[config.mk]
export PLATFORM = sky130hd
export DESIGN_NAME = stm_sample_out
export DESIGN_NICKNAME = d
export VERILOG_FILES = /design/src/rtl/stm_pkg.sv /design/src/rtl/stm_sample_out.sv
export SDC_FILE = /design/constraint.sdc
export NUM_CORES = 1
export LEC_CHECK = 0
export ABC_AREA = 1
export ABC_CLOCK_PERIOD_IN_PS = 1600
export BUFFER_PORTS_ARGS = -buffer_cell sky130_fd_sc_hd__buf_2
export CAP_MARGIN = 15
export CORE_MARGIN = 3
export CORE_UTILIZATION = 44
export CTS_CLUSTER_DIAMETER = 150
export DETAILED_ROUTE_END_ITERATION = 10
export GPL_ROUTABILITY_DRIVEN = 0
export PLACE_DENSITY = 0.82
export SLEW_MARGIN = 10
export SYNTH_ARGS = -nofsm -noshare
export SYNTH_HDL_FRONTEND = slang
export SYNTH_SLANG_ARGS = --single-unit
[constraint.sdc]
create_clock -name CLK -period 1.6 [get_ports CLK]
set_input_delay 0.16 -clock CLK [delete_from_list [all_inputs] [get_ports CLK]]
set_output_delay 0.16 -clock CLK [all_outputs]
set_load 0.005 [all_outputs]
[src/rtl/stm_pkg.sv]
`default_nettype none

package stm_pkg;

  // ============================================================
  // widths
  // ============================================================
  localparam int IDX_W    = 16;
  localparam int REP_W    = 32;
  localparam int SAMPLE_W = 16;

  typedef logic [IDX_W-1:0]    idx_t;     // sample index within a segment
  typedef logic [REP_W-1:0]    rep_t;     // repeat count
  typedef logic [SAMPLE_W-1:0] sample_t;  // pattern sample

  // ============================================================
  // segment settings and indices
  // ============================================================
  typedef struct packed {
    idx_t cycle;  // samples per pass
    idx_t div;    // index step every div+1 clocks
    rep_t rep;    // extra passes for a finite segment
  } seg_cfg_t;

  typedef struct packed {
    idx_t idx1;
    idx_t idx0;
  } seg_idx_t;

  // all ones keeps the segment looping forever
  localparam rep_t REP_INFINITE = '1;

endpackage

`default_nettype wire

[src/rtl/stm_sample_out.sv]
`timescale 1ns/1ps
`default_nettype none

module stm_sample_out (
  input  logic             CLK,
  input  logic             rst_n,
  input  stm_pkg::sample_t rd0,
  input  stm_pkg::sample_t rd1,
  input  logic             segment,
  input  logic             stop,
  output stm_pkg::sample_t sample
);
  import stm_pkg::*;

  logic    seg_q;  // segment aligned with the read data
  sample_t sel;

  assign sel = seg_q ? rd1 : rd0;

  always_ff @(posedge CLK) begin
    if (!rst_n) begin
      seg_q <= 1'b0;
    end else begin
      seg_q <= segment;
    end
  end

  // ============================================================
  // output register
  // ============================================================
  always_ff @(posedge CLK) begin
    if (!rst_n) begin
      sample <= '0;
    end else if (!stop) begin
      sample <= sel;
    end
    // held at its last value while stopped
  end

endmodule

`default_nettype wire

==> impl_metrics.toml <==
[clocking]
cts_resized = 0
cts-root-buf = "clkbuf_4"
cts_buffer_depth = 2
path_clk_slew_ns = 0.09
cts_hold_buf = 0
clock_latency_ns = 0.28
postCtsSetupBuffers = 0
clock_sinks = 17
cts_max_level = 1
tritoncts = "built"
cts_inserted_buffers = 3

[logic_synthesis]
synth_warnings = 0
netlist_area_um2 = 842.1
ys_types = 10
ys_seq_area_share_pct = 40.42
synth_top_area_share_pct = 40.42
syn_nets = 175
synth-seq-cells = 17
netlist_top_cells_area = "dfxtp_1 (40%), nor2_1 (21%), nand2_1 (15%), o21ai_0 (8.9%), inv_1 (7.6%)"
synth_cells = 139
avgSynthCellArea_um2 = 6.058
synth_top_cell_by_area = "dfxtp_1"

[timing]
slew_violations = 0
worst_slack_ns = 0.5242
fin_skew_ns = 0.0003105
fmax_ghz = 0.9295
rsz0062_at_grt = "false"
finalHoldViolCount = 0
post-route-period-util_pct = 67.24
whs_ns = 0.05213
slew_headroom_pct = 69.76
finalSetupTns_ns = 0
setup_viol = 0
tightest_slew_ns = 0.4530
finalCriticalPeriod_ns = 1.076

[finish]
mostFrequentLayoutCells = "buf_2 (51), nor2_1 (48), nand2_1 (33), inv_1 (17), dfxtp_1 (17)"
area_growth_pct = 32.99
drive_above_1_share_pct = 30.16
finalInstanceArea_um2 = 1120
final_common_cell = "buf_2"
fin_nets = 226
diodes = 0

[critical_path]
end_kind = "register"
cp_max_fo = 14
crit_required_ns = 1.78
r2r_cells = 4
startpoint_type = "register"
rr_endpoint = "sample[3]"
setup.worst_path.end = "sample[3]"
startpoint = "seg_q"
r2r_slack_ns = 0.52
critical_path_class = "register to register"
arrival_ns = 1.26
r2r_start = "seg_q"

[pwr]
net-switching-power_mw = 0.2332
seq_power_share_pct = 54.1
powerDensity_nw_per_um2 = 776.9
p_leak_nw = 0.6727
p_int_mw = 0.6368
swShare_pct = 26.80
clock_power_share_pct = 25.8
ir_drop_mv = 0.3702
pwr-share-comb_pct = 20.1
total_power_mw = 0.8699

[detailed_routing]
routed_wirelength_mm = 2.018
drtPass1Iterations = 4
drcViolationCount = 0
drt_iter0_drc = 19
via_per_inst = 4.360
post_drt_wl_per_cell_um = 9.430
ant_nets = 0
vias = 933

[grt]
grt_pass1_vias = 793
grt_max_degree = 33
grt_pass1_wl_mm = 3.243
grt_use_total_pct = 16.62
antenna_found_initial = 0
grt-ovfl-total = 0

[floorplanning]
pin_count = 52
std_cell_rows = 15
dieWidth_um = 49.75
die-area_um2 = 2475
core_um2 = 1764
dieHeight_um = 49.75
initial_core_util_pct = 47.73

[placement]
dp_hpwl_mm = 1.527
post_dp_cell_area_um2 = 1094
io_buffers = 51
pre_cts_slack_ns = 0.5417

[worst_hold_path]
worstHoldPathType = "input pin to register"

[run_status]
outcome = "finished clean"

[run]
drv_cap = 0
-- worst min-delay path by stage --
stage / startpoint / endpoint / slack, ns / depth (start not counted)
floorplan: segment / seg_q / 0.26 / 2
global placement: segment / seg_q / 0.36 / 3
detailed placement: segment / seg_q / 0.35 / 3
CTS: segment / seg_q / 0.04 / 3
global route: segment / seg_q / 0.08 / 3
finish: segment / seg_q / 0.05 / 3
-- Yosys cell counts, drive strengths merged --
cell   instances
o21ai         16
inv           18
nand2         33
dfxtp         17
buf            7
nor2          48
-- power groups by stage --
stage | sequential (mW) | combinational, mW | clock, mW
after floorplan | 0.481 | 0.0948 | 0
after global placement | 0.478 | 0.171 | 0
after detailed placement | 0.480 | 0.176 | 0
after CTS | 0.471 | 0.176 | 0.234
after global routing | 0.475 | 0.201 | 0.253
final | 0.470 | 0.175 | 0.225
-- cell families after synthesis --
| group | Yosys count | synth area share, % |
|---|---|---|
| simple gates | 81 | 36.11 |
| compound gates | 16 | 9.509 |
| flops | 17 | 40.42 |
| buf+inv | 25 | 13.97 |
-- stage by stage --
stage          utilization (%)  cells
2_1_floorplan                -    139
3_3_place_gp             61.99    210
3_5_place_dp             61.99    210
4_1_cts                  63.48    214
5_1_grt                  63.48    214
6_report                 63.48    214
-- cell type report --
type                            instances  area [um2]
Inverter                               18       67.56
Clock buffer                            4       26.28
Tap cell                               25       31.28
Multi-Input combinational cell         97       384.1
Fill cell                             196       644.4
Timing Repair Buffer                   53       270.3
Sequential cell                        17       340.3
-- per-layer routing --
metal	part of all wire, %	vias up	global-route usage (%)
li1	-	510	-
met1	44	395	19.17
met2	50	26	28.85
met3	5.7	2	3.323
met4	0.69	0	8.295
met5	0	-	0
-- worst max-delay path, cell delays in order (launching register included) --
cell and delay (ns):
dfxtp_1 0.50, buf_4 0.25, nor2_1 0.06, nor2_1 0.10, nor2_1 0.05
-- sequential cells by signal (all words and copies together), names as in the netlist --
name    cells
sample     16
seg_q       1
Note: power is estimated with default switching activity, not from simulation.
