<file path="src/rtl/stm_pkg.sv">
`default_nettype none

package stm_pkg;

  // ============================================================
  // widths
  // ============================================================
  localparam int IDX_W    = 16;
  localparam int REP_W    = 32;
  localparam int SAMPLE_W = 16;

  typedef logic [IDX_W-1:0]    idx_t;     // sample index within a segment
  typedef logic [REP_W-1:0]    rep_t;     // repeat count
  typedef logic [SAMPLE_W-1:0] sample_t;  // pattern sample

  // ============================================================
  // segment settings and indices
  // ============================================================
  typedef struct packed {
    idx_t cycle;  // samples per pass
    idx_t div;    // index step every div+1 clocks
    rep_t rep;    // extra passes for a finite segment
  } seg_cfg_t;

  typedef struct packed {
    idx_t idx1;
    idx_t idx0;
  } seg_idx_t;

  // all ones keeps the segment looping forever
  localparam rep_t REP_INFINITE = '1;

endpackage

`default_nettype wire

</file>
<file path="src/rtl/stm_index_gen.sv">
`timescale 1ns/1ps
`default_nettype none

module stm_index_gen #(
  parameter int MEM_DEPTH = 256
) (
  input  logic          CLK,
  input  logic          rst_n,
  input  stm_pkg::idx_t cycle,
  input  stm_pkg::idx_t div,
  output stm_pkg::idx_t idx
);
  import stm_pkg::*;

  localparam idx_t LAST_ADDR = idx_t'(MEM_DEPTH - 1);

  idx_t div_cnt;
  idx_t div_q;    // divider in use until the next step
  idx_t cycle_q;  // cycle length in use until the next step
  logic step;
  logic wrap;

  assign step = (div_cnt == div_q);

  // wrap at the end of the pass, or at the end of the memory
  assign wrap = (idx == idx_t'(cycle_q - 1'b1)) || (idx == LAST_ADDR);

  always_ff @(posedge CLK) begin
    if (!rst_n) begin
      div_cnt <= '0;
      div_q   <= div;
      cycle_q <= cycle;
      idx     <= '0;
    end else if (step) begin
      div_cnt <= '0;
      div_q   <= div;   // new settings picked up here
      cycle_q <= cycle;
      if (wrap) begin
        idx <= '0;
      end else begin
        idx <= idx + 1'b1;
      end
    end else begin
      div_cnt <= div_cnt + 1'b1;
    end
  end

endmodule

`default_nettype wire

</file>
<file path="config.mk">
export PLATFORM = sky130hd
export DESIGN_NAME = stm_index_gen
export DESIGN_NICKNAME = d
export VERILOG_FILES = /design/src/rtl/stm_pkg.sv /design/src/rtl/stm_index_gen.sv
export SDC_FILE = /design/constraint.sdc
export NUM_CORES = 1
export LEC_CHECK = 0
export BUFFER_PORTS_ARGS = -buffer_cell sky130_fd_sc_hd__buf_4
export CORE_MARGIN = 5
export CORE_UTILIZATION = 30
export DETAILED_ROUTE_END_ITERATION = 6
export MAX_ROUTING_LAYER = met4
export PLACE_DENSITY = 0.55
export SYNTH_ARGS = -nofsm -noshare
export SYNTH_HDL_FRONTEND = slang
export SYNTH_SLANG_ARGS = --single-unit
</file>
<file path="constraint.sdc">
create_clock -name CLK -period 5.7 [get_ports CLK]
set_clock_uncertainty 0.1 [all_clocks]
set_input_delay 1.14 -clock CLK [delete_from_list [all_inputs] [get_ports CLK]]
set_output_delay 1.14 -clock CLK [all_outputs]
set_load 0.1 [all_outputs]
</file>
==> flow_summary.json <==
{
  "status": "finished, final reports clean",
  "nNetsFinal": 400,
  "cp_slowest_cell": "nand4_1",
  "required_ns": 5.81,
  "crit_top_cell": "nand2_1",
  "path_buf_inv": 1,
  "antenna_found_initial": 0,
  "ys_seq_area_share_pct": 50.1,
  "hpwl_mm": 5.17,
  "num_antenna_cells": 0,
  "cts_setup_buffers": 0,
  "finalMaxSlewViolations": 0,
  "synthTopCellsByArea": "edfxtp_1 30%, dfxtp_1 20%, xor2_1 12%",
  "ys_warn_count": 0,
  "setup_violations": 0,
  "slew_headroom_pct": 35.6,
  "drt_iter0_drc": 96,
  "cts.sink_count": 64,
  "hold_viol": 0,
  "hold_buffers": 0,
  "whs_ns": 0.411,
  "crit_path_end_kind": "register",
  "fmax_mhz": 300,
  "htree_levels": 3,
  "drive_gt1_share_pct": 23.4,
  "syn_nets": 345,
  "cp.arrival_ns": 3.44,
  "cts_resized": 0,
  "tightest_slew_ns": 0.958,
  "crit_path_max_incr_delay_ns": 0.68,
  "initial_core_util_pct": 30.8,
  "drt_pass1_iterations": 4,
  "maxCapViolations": 0,
  "overflow": 0,
  "synth.largest_area_cell": "edfxtp_1",
  "synth_area_um2": 3200,
  "ios": 50,
  "wl_per_cell_um": 13.9,
  "grt_pass1_vias": 2472,
  "synth_cell_types": 45,
  "tns_ns": 0,
  "final_cell_mix": "50 x buf_4, 43 x xor2_1, 32 x nand2_1, 32 x edfxtp_1, 32 x dfxtp_1",
  "cts_made_buffers": 9,
  "grt_usage_pct": 11.9,
  "cts-root-buf": "clkbuf_8",
  "core-area_um2": 10400,
  "io_buffers": 49,
  "ir_drop_mv": 0.137,
  "path_cells": "xor2_1, nor4_1, nand4_1, nand2_2, buf_4, nand2_1, nand2_1, nor2_2",
  "path_max_fanout": 48,
  "hold_class": "register to register",
  "area_delta_synth_final_pct": 23.1,
  "min_period_ns": 3.33,
  "die_width_um": 113,
  "placedCellCount": 488,
  "p_leak_nw": 1.55,
  "final_common_cell": "buf_4",
  "crit_family": "simple AND/OR/NAND/NOR gates",
  "layout.cells.non_filler": 504,
  "powerDensity_nw_per_um2": 255,
  "critical_path_class": "register to register",
  "path_clk_slew_ns": 0.07,
  "synth_flop_cell": "edfxtp_1",
  "drc": 0,
  "clockBufferDepth": 2,
  "ys_ff_latch": 64,
  "die_height_um": 113,
  "start_kind": "register",
  "gp_congestion": 0.802,
  "postSynthAreaPerCell_um2": 10.4,
  "cts_tree": "done",
  "vias": 2381,
  "grt_first_pass_wirelength_mm": 12.0,
  "fin_crit_sh_pct": 58.4,
  "fp.dieArea_um2": 12800,
  "synth_top_area_share_pct": 30.1,
  "clock_latency_ns": 0.35,
  "synth-edff-count": 32,
  "rows": 37,
  "postRouteAntennaNets": 0,
  "postSynthCellCount": 308,
  "via_per_inst": 4.72,
  "ys_async_sr_fraction_pct": 0,
  "wl_mm": 6.98,
  "rsz0062_at_grt": "no",
  "grt_max_degree": 49
}
## metal layers
metal / wire (um) / part of all wire [%] / vias up / GRT usage, %
met2: 3340 / 48 / 57 / 18.7
met3: 386 / 5.5 / 11 / 3.53
met5: 0 / 0 / - / -
met1: 3170 / 45 / 1112 / 15.0
li1: - / - / 1201 / -
met4: 92 / 1.3 / 0 / 3.53
## cell usage after synthesis (all sizes together), types with 2 or more instances
library cell / n
a31oi: 2
xor2: 43
a21o: 2
dfxtp: 32
nand3: 15
o311ai: 2
nor2b: 3
nand4b: 3
or3: 4
inv: 8
and3: 6
nor3: 16
xnor2: 17
and4: 3
clkbuf: 5
ha: 3
nand4: 6
edfxtp: 32
and2: 2
nand2b: 2
nor3b: 2
nor2: 35
o21ai: 5
a21oi: 3
nand2: 33
nor4: 11
## report_power, final
group	internal [W]	switching (W)	total [W]	leakage, nW
logic	0.0000296	0.0000267	0.0000563	0.870
registers	0.000499	0.0000144	0.000514	0.571
clock network	0.000247	0.000187	0.000434	0.110
## metrics by stage
stage	area (um^2)	setup slack [ns]	power (W)	utilization [%]
finish	3930	2.37	0.00100	37.9
detailed placement	3710	2.26	0.000581	35.8
global route	3930	2.07	0.00105	37.9
CTS	3930	2.26	0.00102	37.9
floorplan	3200	2.76	0.000552	-
global placement	3710	2.30	0.000580	35.8
## cell families (layout without fill, tap and decap cells)
family | count (synthesis) | after routing | share of synthesized area, %
and+or+nand+nor | 145 | 145 | 24.7
DFF | 64 | 64 | 50.1
AOI/OAI and AO/OA | 22 | 22 | 5.68
adders and majority gates | 3 | 3 | 1.17
xor gates and xnor gates | 60 | 60 | 16.4
buffers and inverters | 14 | 74 | 1.88
## layout make-up
| class | count | area [um^2] |
|---|---|---|
| clock inverters | 7 | 95.1 |
| inverters | 8 | 30.0 |
| well taps | 136 | 170 |
| flip-flops and latches | 64 | 1600 |
| clock buffers | 9 | 124 |
| repair buffers | 50 | 375 |
| multi-input cells | 230 | 1540 |
| fillers | 1069 | 6440 |
## worst paths after layout
check	to	slack (ns)	depth (start not counted)	startpoint
worst max-delay path	idx[7]	2.37	8	div_q[2]
worst min-delay path	div_cnt[0]	0.41	1	div_cnt[0]
worst max register to register	idx[7]	2.37	8	div_q[2]
worst min register to register	div_cnt[0]	0.41	1	div_cnt[0]
## registers in the layout, summed over array words and instances, names as in the netlist
name / cells
cycle_q: 16
div_cnt: 16
div_q: 16
idx: 16
## worst reg2reg max path: cells and delay by family, from the launching register on
family / cells / cell delay [ns]
xor+xnor: 1 / 0.15
flops: 1 / 0.39
simple gates: 6 / 2.04
buf+inv: 1 / 0.51
(Power assumes the default switching activity.)
