===== config.mk =====
export PLATFORM = sky130hd
export DESIGN_NAME = stm_swapchain
export DESIGN_NICKNAME = d
export VERILOG_FILES = /design/src/rtl/stm_pkg.sv /design/src/rtl/stm_swapchain.sv
export SDC_FILE = /design/constraint.sdc
export NUM_CORES = 1
export LEC_CHECK = 0
export ABC_AREA = 1
export BUFFER_PORTS_ARGS = -buffer_cell sky130_fd_sc_hd__buf_2
export CAP_MARGIN = 20
export CORE_ASPECT_RATIO = 0.5
export CORE_UTILIZATION = 30
export DETAILED_ROUTE_END_ITERATION = 7
export GPL_TIMING_DRIVEN = 0
export PLACE_DENSITY = 0.53
export SLEW_MARGIN = 5
export SYNTH_ARGS = -nofsm -noshare
export SYNTH_HDL_FRONTEND = slang
export SYNTH_SLANG_ARGS = --single-unit

===== constraint.sdc =====
create_clock -name CLK -period 2.2 [get_ports CLK]
set_input_delay 0.22 -clock CLK [delete_from_list [all_inputs] [get_ports CLK]]
set_output_delay 0.22 -clock CLK [all_outputs]
set_load 0.03 [all_outputs]

===== src/rtl/stm_pkg.sv =====
`default_nettype none

package stm_pkg;

  // ============================================================
  // widths
  // ============================================================
  localparam int IDX_W    = 16;
  localparam int REP_W    = 32;
  localparam int SAMPLE_W = 16;

  typedef logic [IDX_W-1:0]    idx_t;     // sample index within a segment
  typedef logic [REP_W-1:0]    rep_t;     // repeat count
  typedef logic [SAMPLE_W-1:0] sample_t;  // pattern sample

  // ============================================================
  // segment settings and indices
  // ============================================================
  typedef struct packed {
    idx_t cycle;  // samples per pass
    idx_t div;    // index step every div+1 clocks
    rep_t rep;    // extra passes for a finite segment
  } seg_cfg_t;

  typedef struct packed {
    idx_t idx1;
    idx_t idx0;
  } seg_idx_t;

  // all ones keeps the segment looping forever
  localparam rep_t REP_INFINITE = '1;

endpackage

`default_nettype wire


===== src/rtl/stm_swapchain.sv =====
`timescale 1ns/1ps
`default_nettype none

module stm_swapchain (
  input  logic              CLK,
  input  logic              rst_n,
  input  logic              update_settings,
  input  logic              req_segment,
  input  stm_pkg::rep_t     rep0,
  input  stm_pkg::rep_t     rep1,
  input  stm_pkg::seg_idx_t idx_in,
  output logic              segment,
  output logic              stop,
  output stm_pkg::seg_idx_t idx_out
);
  import stm_pkg::*;

  typedef enum logic [1:0] {
    WAIT_START,
    FINITE_LOOP,
    INFINITE_LOOP
  } state_t;

  state_t   state;
  logic     req_q;         // segment waiting to start
  rep_t     rep_q;         // its repeat count
  rep_t     loop_cnt;
  seg_idx_t idx_buf;       // indices one clock back
  rep_t     req_rep;
  idx_t     idx_req;
  idx_t     idx_act;
  idx_t     idx_act_prev;
  logic     act_wrap;

  // ============================================================
  // index views
  // ============================================================
  assign req_rep      = req_segment ? rep1 : rep0;
  assign idx_req      = req_q ? idx_in.idx1 : idx_in.idx0;
  assign idx_act      = segment ? idx_in.idx1 : idx_in.idx0;
  assign idx_act_prev = segment ? idx_buf.idx1 : idx_buf.idx0;

  // active index has just moved to zero
  assign act_wrap = (idx_act != idx_act_prev) && (idx_act == '0);

  assign idx_out = idx_buf;

  always_ff @(posedge CLK) begin
    if (!rst_n) begin
      idx_buf <= '0;
    end else begin
      idx_buf <= idx_in;
    end
  end

  // ============================================================
  // segment selection and loop counting
  // ============================================================
  always_ff @(posedge CLK) begin
    if (!rst_n) begin
      state    <= INFINITE_LOOP;
      segment  <= 1'b0;
      stop     <= 1'b0;
      req_q    <= 1'b0;
      rep_q    <= '0;
      loop_cnt <= '0;
    end else if (update_settings) begin
      if (req_segment == segment) begin
        stop  <= 1'b0;            // restart in place
        state <= INFINITE_LOOP;
      end else if (req_rep == REP_INFINITE) begin
        stop    <= 1'b0;
        segment <= req_segment;
        state   <= INFINITE_LOOP;
      end else begin
        req_q    <= req_segment;
        rep_q    <= req_rep;
        loop_cnt <= '0;
        state    <= WAIT_START;
      end
    end else begin
      case (state)
        WAIT_START: begin
          if (idx_req == '0) begin  // target at the start of its pass
            stop     <= 1'b0;
            loop_cnt <= '0;
            segment  <= req_q;
            state    <= FINITE_LOOP;
          end
        end
        FINITE_LOOP: begin
          if (act_wrap) begin
            if (loop_cnt == rep_q) begin
              stop <= 1'b1;
            end else begin
              loop_cnt <= loop_cnt + 1'b1;
            end
          end
        end
        INFINITE_LOOP: begin
          state <= INFINITE_LOOP;
        end
        default: begin
          state <= INFINITE_LOOP;
        end
      endcase
    end
  end

endmodule

`default_nettype wire


==> impl_results.md <==
- Die width: 215 um
- Largest net degree at the start of global routing: 19
- Clk slew on worst S/H paths: 0.08 ns
- Total negative slack: 0 ns
- Core footprint: 21900 um2
- Root buf cell: clkbuf_16
- Yosys warns: 0
- Antenna violations before repair: 0
- Mapped Area: 6790 um2
- Max H-tree Level: 3
- CP endpoint kind: register
- Slew @ Worst Pin: 0.864 ns
- Worst reg-to-reg path cell count: 12
- Total I/O pin count: 134
- Vias: 7837
- Period utilization: 96.6%
- R2r setup slk: 0.08 ns
- Antenna cell count: 0
- Mux contribution to synthesized area: 0%
- Synthesized instance count: 1210
- Post-synth cell types: 28
- CTS tree: built
- Worst vdd rail ir drop: 0.405 mV
- Vias in the first global route: 7402
- CTS Buf Count: 9
- Synthesized flop and latch total: 101
- Iteration-0 DRC Markers: 497
- FFs w/ async S/R, synth: 0%
- Crit path DAT: 2.39 ns
- Worst hold path type: input port to register
- Ys flop type: dfxtp_1
- Post-DP HPWL: 20400 um
- Later-pin clock latency in the skew report: 0.36 ns
- Multi-input logic area: 4030 um2
- Status: finished clean
- Commonest cells post-synth: 439 x nand2_1, 169 x inv_1, 151 x nor2_1
- WHS Path Cells: 3
- Leakage: 4.23 nW
- Area share of xor/xnor cells in the synthesized design: 3.09%
- Skew final: 0.0117 ns
- # clock sinks: 101
- Largest family of logic cells by synthesized area: simple AND/OR/NAND/NOR gates
- Power per cell area: 590 nW/um2
- Final core utilization: 39.3%
- Synth top area cells: dfxtp_1 30%, nand2_1 24%, inv_1 9.3%
- Worst setup SP type: register
- Die footprint: 23300 um2
- First-pass GRT wire length: 40200 um
- Area Growth Syn to Fin: 26.9%
- Final setup vio count: 0
- RSZ-0062 raised after global routing: true
- Fin area: 8620 um2
- # hold bufs at CTS: 0
- Area leader, netlist: dfxtp_1
- CTS Buffer Depth: 2
- Gr usage total: 22.5%
- Syn_area_per_cell: 5.61 um2
- Net Count, Synth: 1311
- EDFF count, synth: 0
- Req. time, crit path: 2.46 ns
- Row count: 38
- Drc violations: 0
- Die height: 108 um
- Synth Area in Compound Gates: 11.3%
- DRT Pass-1 Iters: 5
- Rel. slew slack: 42.2%
- Final net count: 1461
- Sequential area share after synthesis: 29.8%
- Starting Density: 31.0%
- RePlAce Congestion: 0.911
- Post-synth top area share: 29.8%
- Routed len/inst: 15.4 um
- Largest fanout on the critical path: 10
- Routed WL: 25600 um
- F_max: 471 MHz
- Final Hold Viols: 0
- Reg area: 2040 um2
- Critical path class: register to register
- Share of layout cells above drive strength 1: 18.8%
- Fill cells: 2479
- Max-slew violations: 0
- Average vias per placed instance: 4.71
- Tmin final: 2.12 ns
- PortBufs: 131
- Count leader, synth: nand2_1
- Post-route ant nets: 0
- Global route overflow: 0
- Area share of fa/ha/maj cells after synthesis: 0.184%
- Number of max-cap violations: 0
- Simple-gate share of the synthesized area: 41.7%
- Placement Cell Area: 7830 um2
==> cell usage in the layout, fill, tap and decap left out, types with 5 or more instances in the layout <==
cell type,instances
nand4_1,5
buf_4,6
clkbuf_4,6
buf_8,5
dfxtp_1,89
nand3_1,80
nor2_2,5
clkbuf_1,13
xnor2_1,24
a21oi_1,35
o21ai_0,73
nor2_1,143
nand2_1,431
nor3_1,17
buf_6,15
o21ai_1,20
inv_1,166
dfxtp_2,11
a21oi_2,18
buf_2,139
clkbuf_16,12
nand2_2,7
==> through the flow <==
step / hold WS (ns) / cells / power [W] / worst slack [ns]
5_1_grt: 0.0694 / 1665 / 0.00542 / -0.0746
4_1_cts: 0.0335 / 1658 / 0.00503 / 0.00318
3_3_place_gp: 0.419 / 1641 / 0.00330 / -0.460
2_1_floorplan: 0.313 / 1210 / 0.00289 / 0.115
6_report: 0.0483 / 1665 / 0.00509 / 0.0758
3_5_place_dp: 0.422 / 1641 / 0.00332 / -0.427
==> power by group <==
part	leakage (nW)	internal (W)	switching [W]	total (W)
combinational	3.25	0.000490	0.000776	0.00127
sequential	0.838	0.00197	0.000178	0.00215
clock	0.147	0.000899	0.000774	0.00167
==> critical path: stages, from the launching register on <==
cell and delay, ns:
dfxtp_1 0.53, xnor2_1 0.19, nand2_1 0.08, nor2_1 0.09, nand2_1 0.11, nor2_4 0.19
nand3_1 0.09, nand2_1 0.13, nor2_4 0.06, buf_6 0.15, buf_4 0.19, a21oi_2 0.16
nor2_2 0.04
==> cell type report <==
type | instances | area share, %
Clock inverter | 7 | 0.944
Timing Repair Buffer | 141 | 9.18
Multi-Input combinational cell | 885 | 46.7
Buffer | 49 | 4.91
Tap cell | 300 | 4.36
Inverter | 173 | 7.64
Sequential cell | 101 | 23.7
Clock buffer | 9 | 2.61
==> sequential cells by signal (all words and copies together), names as in the netlist <==
name	count
idx_out	32
rep_q	32
stop	1
state	2
req_q	1
loop_cnt	32
segment	1
==> worst paths after layout <==
| check | to | startpoint |
|---|---|---|
| worst max-delay path | loop_cnt[24] | loop_cnt[10] |
| worst min-delay path | idx_out[0] | idx_in[0] |
| worst max register to register | loop_cnt[24] | loop_cnt[10] |
| worst min register to register | rep_q[9] | rep_q[9] |
==> cells by family after synthesis <==
logic type / Yosys count
flops: 101
simple gates: 708
buf+inv: 224
fa+ha+maj: 1
compound gates: 152
xor+xnor: 24
==> per-layer routing <==
metal	global-route usage, %	vias to the layer above	share of wire [%]
met5	0	-	0
met4	5.26	0	1.2
met3	4.78	21	6.5
met2	37.6	236	44
met1	29.6	3557	48
li1	-	4023	-
==> what timing repair did <==
item                                    4_1_cts  5_1_grt
pin swaps                                     0       22
gates cloned                                  0        4
gates resized for setup                      21      112
buffers inserted                              1        5
endpoints found under the setup margin       44       63
Power figures use the tool's default switching activity.
